$ cat src/hdl/rob_pkg.sv
package rob_pkg;

    localparam int ROB_TAG_W = 5;                // Up to 32 entries

    typedef logic [ROB_TAG_W-1:0] rob_tag_t;

    // Exception cause reported with the EPC
    typedef enum logic [1:0] {
        CAUSE_ILLEGAL  = 2'd0,                   // Decoded illegal opcode
        CAUSE_DIV      = 2'd1,                   // Divide fault
        CAUSE_ACCESS   = 2'd2,                   // Load/store access fault
        CAUSE_MISALIGN = 2'd3                    // Misaligned address
    } rob_cause_e;

    typedef enum logic [1:0] {
        KIND_REG    = 2'd0,                      // Register result, possibly none
        KIND_STORE  = 2'd1,
        KIND_BRANCH = 2'd2,
        KIND_MRET   = 2'd3
    } rob_kind_e;

    // Result word, read according to the entry kind
    typedef union packed {
        logic [31:0] wb_data;                    // Write data or store address
        logic [31:0] target;                     // Branch redirect PC
    } rob_value_u;

    typedef struct packed {
        logic       valid;
        logic       done;                        // Result present
        logic       exc;
        rob_cause_e cause;
        rob_kind_e  kind;
        logic       reg_write;
        logic [4:0] dest;
        logic [2:0] funct3;
        logic       mispredict;
        logic [31:0] pc;
        rob_value_u value;
    } rob_entry_t;

    // One completion from an execution unit
    typedef struct packed {
        logic        valid;
        rob_tag_t    tag;
        logic [31:0] data;
        logic        exc;
        rob_cause_e  cause;
        logic        mispredict;                 // Branches only
    } rob_cpl_t;

    // One retired instruction
    typedef struct packed {
        logic        reg_write;
        logic        mem_write;
        logic [4:0]  dest;
        logic [2:0]  funct3;
        logic [31:0] data;                       // Write data or store address
        logic [31:0] pc;
    } rob_commit_t;

endpackage

$ cat src/hdl/rob_dispatch.sv
`timescale 1ns/1ps

module rob_dispatch (
    input  logic [31:0]         dispatch_inst,
    input  logic [31:0]         dispatch_pc,
    output rob_pkg::rob_entry_t entry
);

    localparam logic [6:0] OP_LUI    = 7'b0110111;
    localparam logic [6:0] OP_AUIPC  = 7'b0010111;
    localparam logic [6:0] OP_JAL    = 7'b1101111;
    localparam logic [6:0] OP_JALR   = 7'b1100111;
    localparam logic [6:0] OP_BRANCH = 7'b1100011;
    localparam logic [6:0] OP_LOAD   = 7'b0000011;
    localparam logic [6:0] OP_STORE  = 7'b0100011;
    localparam logic [6:0] OP_IMM    = 7'b0010011;
    localparam logic [6:0] OP_OP     = 7'b0110011;
    localparam logic [6:0] OP_SYSTEM = 7'b1110011;
    localparam logic [31:0] MRET_WORD = 32'h3020_0073;

    logic [6:0]         opcode;
    logic [4:0]         rd;
    logic               legal;
    rob_pkg::rob_kind_e kind;

    assign opcode = dispatch_inst[6:0];
    assign rd     = dispatch_inst[11:7];

    always_comb begin
        legal = 1'b1;
        kind  = rob_pkg::KIND_REG;
        if (dispatch_inst == MRET_WORD) begin     // Checked before SYSTEM
            kind = rob_pkg::KIND_MRET;
        end else begin
            case (opcode)
                OP_STORE:  kind = rob_pkg::KIND_STORE;
                OP_BRANCH: kind = rob_pkg::KIND_BRANCH;
                OP_LUI, OP_AUIPC, OP_JAL, OP_JALR,
                OP_LOAD, OP_IMM, OP_OP, OP_SYSTEM: begin
                    kind = rob_pkg::KIND_REG;
                end
                default:   legal = 1'b0;
            endcase
        end
    end

    always_comb begin
        entry            = '0;
        entry.valid      = 1'b1;
        entry.done       = !legal || (kind == rob_pkg::KIND_MRET);   // Nothing to execute
        entry.exc        = !legal;
        entry.cause      = rob_pkg::CAUSE_ILLEGAL;
        entry.kind       = kind;
        entry.reg_write  = legal && (kind == rob_pkg::KIND_REG) && (rd != 5'd0);
        entry.dest       = rd;
        entry.funct3     = dispatch_inst[14:12];
        entry.mispredict = 1'b0;
        entry.pc         = dispatch_pc;
    end

endmodule

$ cat src/hdl/rob_buffer.sv
`timescale 1ns/1ps

module rob_buffer #(
    parameter int ROB_DEPTH = 8
) (
    input  logic                clk,
    input  logic                reset,
    input  logic                alloc_valid,
    input  rob_pkg::rob_entry_t alloc_entry,
    output logic                alloc_ready,
    output rob_pkg::rob_tag_t   alloc_tag,
    input  rob_pkg::rob_cpl_t   cpl_alu,
    input  rob_pkg::rob_cpl_t   cpl_muldiv,
    input  rob_pkg::rob_cpl_t   cpl_lsu,
    output rob_pkg::rob_entry_t head_entry,
    output logic                head_valid,
    input  logic                pop,
    input  logic                flush
);

    localparam int PTR_W = $clog2(ROB_DEPTH);

    rob_pkg::rob_entry_t entries_q [ROB_DEPTH];
    rob_pkg::rob_cpl_t   cpls      [3];
    logic [PTR_W-1:0]    head_q;
    logic [PTR_W-1:0]    tail_q;
    logic [PTR_W:0]      count_q;                // One extra bit to tell full from empty
    logic                do_alloc;

    // Tag compare against an entry index; tags past the depth never match
    function automatic logic cpl_hit(input rob_pkg::rob_cpl_t c, input int unsigned idx);
        return c.valid && (c.tag == rob_pkg::rob_tag_t'(idx));
    endfunction

    assign cpls[0] = cpl_alu;
    assign cpls[1] = cpl_muldiv;
    assign cpls[2] = cpl_lsu;

    assign alloc_ready = count_q != (PTR_W+1)'(ROB_DEPTH);
    assign do_alloc    = alloc_valid && alloc_ready;
    assign alloc_tag   = rob_pkg::rob_tag_t'(tail_q);     // Tag names the tail slot

    assign head_valid = count_q != '0;
    assign head_entry = entries_q[head_q];

    always_ff @(posedge clk) begin
        if (reset || flush) begin
            head_q  <= '0;
            tail_q  <= '0;
            count_q <= '0;
            for (int i = 0; i < ROB_DEPTH; i++) begin
                entries_q[i] <= '0;
            end
        end else begin
            // All three ports land in parallel, never on the same tag
            for (int i = 0; i < ROB_DEPTH; i++) begin
                for (int p = 0; p < 3; p++) begin
                    if (entries_q[i].valid && cpl_hit(cpls[p], i)) begin
                        entries_q[i].done          <= 1'b1;
                        entries_q[i].exc           <= cpls[p].exc;
                        entries_q[i].cause         <= cpls[p].cause;
                        entries_q[i].mispredict    <= cpls[p].mispredict;
                        entries_q[i].value.wb_data <= cpls[p].data;
                    end
                end
            end

            if (do_alloc) begin
                entries_q[tail_q] <= alloc_entry;
                tail_q            <= tail_q + 1'b1;   // Wraps, depth is a power of two
            end

            if (pop) begin
                entries_q[head_q] <= '0;
                head_q            <= head_q + 1'b1;
            end

            case ({do_alloc, pop})
                2'b10:   count_q <= count_q + 1'b1;
                2'b01:   count_q <= count_q - 1'b1;
                default: count_q <= count_q;      // Both or neither
            endcase
        end
    end

endmodule

$ cat src/hdl/rob_commit.sv
`timescale 1ns/1ps

module rob_commit (
    input  logic                 clk,
    input  logic                 reset,
    input  rob_pkg::rob_entry_t  head_entry,
    input  logic                 head_valid,
    output logic                 pop,
    output logic                 flush,
    output logic                 commit_valid,
    output rob_pkg::rob_commit_t commit,
    input  logic                 commit_ready,
    output logic                 exception_valid,
    output logic [31:0]          epc,
    output rob_pkg::rob_cause_e  exc_cause,
    output logic                 mret_valid,
    output logic                 redirect_valid,
    output logic [31:0]          redirect_pc
);

    logic head_ready;
    logic special;                               // Head ends in a pulse and a flush
    logic room;
    logic take;
    logic load;

    assign head_ready = head_valid && head_entry.done;
    assign special    = head_entry.exc
                     || (head_entry.kind == rob_pkg::KIND_MRET)
                     || (head_entry.kind == rob_pkg::KIND_BRANCH && head_entry.mispredict);
    assign room       = !commit_valid || commit_ready;

    // Pulses wait for an empty output so they follow earlier commits
    assign take  = head_ready && (special ? !commit_valid : room);
    assign flush = take && special;
    assign pop   = take && !special;
    assign load  = pop && (head_entry.kind != rob_pkg::KIND_BRANCH);   // Good branches retire silently

    always_ff @(posedge clk) begin
        if (reset) begin
            commit_valid    <= 1'b0;
            exception_valid <= 1'b0;
            mret_valid      <= 1'b0;
            redirect_valid  <= 1'b0;
        end else begin
            if (load) begin
                commit_valid <= 1'b1;
            end else if (commit_ready) begin
                commit_valid <= 1'b0;
            end
            exception_valid <= flush && head_entry.exc;
            mret_valid      <= flush && !head_entry.exc && (head_entry.kind == rob_pkg::KIND_MRET);
            redirect_valid  <= flush && !head_entry.exc && (head_entry.kind != rob_pkg::KIND_MRET);
        end
    end

    always_ff @(posedge clk) begin
        if (load) begin
            commit.reg_write <= head_entry.reg_write;
            commit.mem_write <= head_entry.kind == rob_pkg::KIND_STORE;
            commit.dest      <= head_entry.dest;
            commit.funct3    <= head_entry.funct3;
            commit.data      <= head_entry.value.wb_data;
            commit.pc        <= head_entry.pc;
        end
        if (flush) begin
            epc         <= head_entry.pc;        // Precise EPC of the faulting entry
            exc_cause   <= head_entry.cause;
            redirect_pc <= head_entry.value.target;
        end
    end

endmodule

$ cat src/hdl/rob_top.sv
`timescale 1ns/1ps

module rob_top #(
    parameter int ROB_DEPTH = 8
) (
    input  logic                 clk,
    input  logic                 reset,
    input  logic                 dispatch_valid,
    input  logic [31:0]          dispatch_inst,
    input  logic [31:0]          dispatch_pc,
    output logic                 dispatch_ready,
    output rob_pkg::rob_tag_t    dispatch_tag,
    input  rob_pkg::rob_cpl_t    cpl_alu,
    input  rob_pkg::rob_cpl_t    cpl_muldiv,
    input  rob_pkg::rob_cpl_t    cpl_lsu,
    output logic                 commit_valid,
    output rob_pkg::rob_commit_t commit,
    input  logic                 commit_ready,
    output logic                 exception_valid,
    output logic [31:0]          epc,
    output rob_pkg::rob_cause_e  exc_cause,
    output logic                 mret_valid,
    output logic                 redirect_valid,
    output logic [31:0]          redirect_pc
);

    rob_pkg::rob_entry_t new_entry;
    rob_pkg::rob_entry_t head_entry;
    logic                head_valid;
    logic                pop;
    logic                flush;

    rob_dispatch dispatch_i (
        .dispatch_inst (dispatch_inst),
        .dispatch_pc   (dispatch_pc),
        .entry         (new_entry)
    );

    rob_buffer #(
        .ROB_DEPTH (ROB_DEPTH)
    ) buffer_i (
        .clk         (clk),
        .reset       (reset),
        .alloc_valid (dispatch_valid),
        .alloc_entry (new_entry),
        .alloc_ready (dispatch_ready),
        .alloc_tag   (dispatch_tag),
        .cpl_alu     (cpl_alu),
        .cpl_muldiv  (cpl_muldiv),
        .cpl_lsu     (cpl_lsu),
        .head_entry  (head_entry),
        .head_valid  (head_valid),
        .pop         (pop),
        .flush       (flush)
    );

    rob_commit commit_i (
        .clk             (clk),
        .reset           (reset),
        .head_entry      (head_entry),
        .head_valid      (head_valid),
        .pop             (pop),
        .flush           (flush),
        .commit_valid    (commit_valid),
        .commit          (commit),
        .commit_ready    (commit_ready),
        .exception_valid (exception_valid),
        .epc             (epc),
        .exc_cause       (exc_cause),
        .mret_valid      (mret_valid),
        .redirect_valid  (redirect_valid),
        .redirect_pc     (redirect_pc)
    );

endmodule

$ cat config.mk
export PLATFORM = sky130hd
export DESIGN_NAME = rob_top
export DESIGN_NICKNAME = d
export VERILOG_FILES = /design/src/hdl/rob_pkg.sv /design/src/hdl/rob_dispatch.sv /design/src/hdl/rob_buffer.sv /design/src/hdl/rob_commit.sv /design/src/hdl/rob_top.sv
export SDC_FILE = /design/constraint.sdc
export NUM_CORES = 2
export LEC_CHECK = 0
export BUFFER_PORTS_ARGS = -buffer_cell sky130_fd_sc_hd__buf_2
export CAP_MARGIN = 25
export CORE_MARGIN = 2
export CORE_UTILIZATION = 55
export DETAILED_ROUTE_END_ITERATION = 8
export GPL_ROUTABILITY_DRIVEN = 0
export PLACE_DENSITY = 0.73
export SETUP_SLACK_MARGIN = 0.1
export SYNTH_ARGS = -nofsm -noshare
export SYNTH_HDL_FRONTEND = slang
export SYNTH_SLANG_ARGS = --single-unit
$ cat constraint.sdc
create_clock -name clk -period 5 [get_ports clk]
set_input_delay 0.25 -clock clk [delete_from_list [all_inputs] [get_ports clk]]
set_output_delay 0.25 -clock clk [all_outputs]
set_load 0.03 [all_outputs]
==> flow_summary_export.csv <==
group,metric,value,unit
timing,fin_crit,4.25,ns
logic_synthesis,yosys_register_bits,805,
timing,slew_headroom,27.9,%
detailed_routing,wire_per_inst,26.2,µm
setup_path,max_stage_delay,0.78,ns
global_routing,grt_max_degree,74,
logic_synthesis,synth_compound_area_share,22.5,%
setup_path,crit_arrival,4.78,ns
die,die_w,268,µm
global_routing,grt_pass1_vias,34090,
setup_path,worst-path-max-fanout,27,
detailed_routing,drc_errors,0,
setup_path,crit_path_start_kind,"flip-flop",
global_routing,grt_pass1_wl,206000,µm
run_status,status,"finished, final reports clean",
detailed_routing,ant_nets,0,
logic_synthesis,synth_common_cells,"nand2_1 (806), dfxtp_1 (665), a21oi_1 (543)",
logic_synthesis,synth_fa_ha_area_share,0.163,%
logic_synthesis,syn_area_per_cell,9.28,µm²
global_routing,met2_usage,54.8,%
global_routing,grtUsageMet3,12.2,%
pwr,p_per_area,457,nW/µm²
logic_synthesis,synth_cells,4144,
setup_path,cp_slowest_cell,"o211ai_4",
logic_synthesis,ys_seq_area_share,45.6,%
global_routing,antenna_found_initial,31,
placed_design,place_inst,5048,
timing,grt_setup_unrepaired,"no",
placed_design,placed_area,40700,µm²
detailed_routing,drtIter0Drc,4820,
cts,ctsHoldBuffers,40,
min_path,min_path_type,"input port to flip-flop",
layout,area_delta_synth_final,14.6,%
detailed_routing,viasPerCell,6.75,
logic_synthesis,dominantRegCellSynth,"dfxtp_1",
logic_synthesis,synth.area.top_cells,"dfxtp_1 (35%), edfxtp_1 (11%), mux4_2 (9.3%)",
job,drv_cap,0,
layout,fin_cells,5271,
cts,clockBufferDepth,3,
die,dieHeight,268,µm
logic_synthesis,synth_cell_types,91,
timing,clock.fmax,0.235,GHz
layout,final_core_util,63.9,%
layout,nNetsFinal,4444,
pwr,p_leak,15.5,nW
timing,worst_hold_slack,0.0211,ns
global_routing,grt.met1_usage,49.3,%
pwr,vdd_ir_drop_max,354,µV
global_routing,grt_overflow,0,
logic_synthesis,synth_top_area_share,34.6,%
detailed_routing,drtPass1Iterations,7,
cts,clockRootBuffer,"clkbuf_16",
global_routing,busiest_layer,"met2",
timing,setup_viol,0,
setup_path,crit_chain,"buf_4, mux4_2, mux2_2, and3_1, nand3_1, buf_4, o211ai_4, buf_4, a21oi_1",
logic_synthesis,yosysMostFrequentCell,"nand2_1",
timing,fin_setup_tns,0,ns
setup_path,regToRegEndpoint,"buffer_i.entries_q[7][7]$_SDFFE_PP0P_",
setup_path,crit_family,"buffers and inverters",
layout,final_cell_area,44100,µm²
cts,cts.reportedPaths.clkPinSlew,0.07,ns
die,coreArea,68900,µm²
logic_synthesis,synth_mux_area_share,12.6,%
cts,cts_setup_buffers,0,
global_routing,grt_util_all_layers,37.4,%
setup_path,rr_worst_depth,9,
logic_synthesis,synth_simple_gate_area_share,13.7,%
cts,cts_buffers,83,
logic_synthesis,syn_area,38500,µm²
logic_synthesis,ys_warn_count,0,
timing,hold_viol,0,
detailed_routing,routed_wirelength,138000,µm
setup_path,reg2reg_slack,0.75,ns
cts,clk_latency,0.67,ns
min_path,worstHoldStart,"commit_ready",
cts,clock_sinks,805,
timing,slew_violations,0,
logic_synthesis,async_reset_ff_share,0,%
die,pin_count,344,
timing,tightest_slew,1.08,ns
logic_synthesis,synth-xor-area-share,0.205,%
logic_synthesis,synth_top_area_cell,"dfxtp_1",
setup_path,crit_required,5.53,ns
setup_path,worst-path-buf-inv,3,
die,dieArea,72000,µm²
placed_design,dp_hpwl,82900,µm
die,row_count,96,
cts,cts_tree,"yes",
cts,htreeDepth,3,
logic_synthesis,synth_edf_count,140,
die,start_util,55.8,%
cts,ctsResizeCount,0,
setup_path,path_class,"flip-flop to flip-flop",
setup_path,cpMostUsedCell,"buf_4",
min_path,hold_depth,3,
setup_path,end_kind,"flip-flop",
timing,skew,0.0267,ns
logic_synthesis,synth_top_family_by_area,"compound AO/OA/AOI/OAI gates",
layout,drive_gt1_share,21.5,%
detailed_routing,vias,35574,
min_path,min_to,"commit_i.commit_valid$_SDFFE_PP0P_",
timing,fin_crit_sh,85.0,%
placed_design,numPortBuffers,341,
area by class of cell:
type                       instances  area (µm²)
multi-input combinational       2845       19300
sequential                       805       17500
inverter                           8        30.0
timing repair buffer             502        3180
clock buffer                     119        2430
antenna                           26        65.1
tap                              931        1160
fill                            5683       24900
clock inverter                    35         364
layout by cell type, fill, tap and decap left out, types with 30 or more instances in the layout:
cell type	count
a22o_1	76
buf_2	340
o211ai_1	55
nand2_1	804
mux2_2	77
a21oi_1	541
buf_4	111
o22ai_1	39
a31oi_1	30
a221oi_1	39
a211oi_1	69
nor3_1	36
a211o_1	44
o311ai_0	69
clkbuf_16	86
o21ai_0	77
mux4_2	158
a32o_1	35
dfxtp_1	662
mux2i_1	40
dlygate4sd3_1	40
o22a_1	35
a221o_1	34
a22oi_1	37
nor2_1	290
edfxtp_1	140
per-stage QoR:
step	power, mW	worst slack (ns)
finish	20.2	0.752
global route	20.8	0.728
CTS	20.0	0.907
detailed placement	13.7	0.954
global placement	13.5	0.910
floorplan	11.7	1.29
report_power, final:
| group | total, mW | leakage [nW] | switching [mW] | internal (mW) |
|---|---|---|---|---|
| clock | 6.37 | 1.37 | 2.75 | 3.62 |
| combinational | 5.69 | 7.45 | 3.91 | 1.77 |
| sequential | 8.10 | 6.68 | 0.487 | 7.61 |
| total | 20.2 | 15.5 | 7.15 | 13.0 |
per-layer routing:
layer | part of all wire (%) | vias to the layer above
li1 | - | 15403
met1 | 38 | 16961
met2 | 43 | 2634
met3 | 14 | 566
met4 | 5.0 | 10
met5 | 0.048 | -
sequential cells by signal (all words and copies together) (netlist names), 2 cells and up, named ones only:
name / count
buffer_i.entries_q: 648
commit_i.commit: 74
commit_i.epc: 32
commit_i.redirect_pc: 32
buffer_i.count_q: 4
buffer_i.head_q: 3
buffer_i.tail_q: 3
commit_i.exc_cause: 2
worst max path at each step:
stage	depth (start not counted)	slack (ns)	end	start
global route	8	0.73	buffer_i.entries_q[7][25]$_SDFFE_PP0P_	flip-flop
detailed placement	8	0.95	buffer_i.entries_q[6][25]$_SDFFE_PP0P_	flip-flop
finish	9	0.75	buffer_i.entries_q[7][7]$_SDFFE_PP0P_	flip-flop
global placement	8	0.91	buffer_i.entries_q[4][1]$_SDFFE_PP0P_	flip-flop
CTS	8	0.91	buffer_i.entries_q[6][25]$_SDFFE_PP0P_	flip-flop
floorplan	5	1.29	commit_i.commit[0]$_DFFE_PP_	flip-flop
worst register-to-register path: stages, from the launching register on:
cell and delay (ns):
dfxtp_4 0.75, buf_4 0.52, mux4_2 0.29, mux2_2 0.24, and3_1 0.27, nand3_1 0.48
buf_4 0.36, o211ai_4 0.78, buf_4 0.36, a21oi_1 0.08
logic make-up after synthesis:
kind of cell	count (synthesis)
compound gates	1277
simple gates	1275
flops	805
buf+inv	495
mux	277
xor+xnor	9
fa+ha+maj	5
other cells	1
Note: power is estimated with default switching activity, not from simulation.
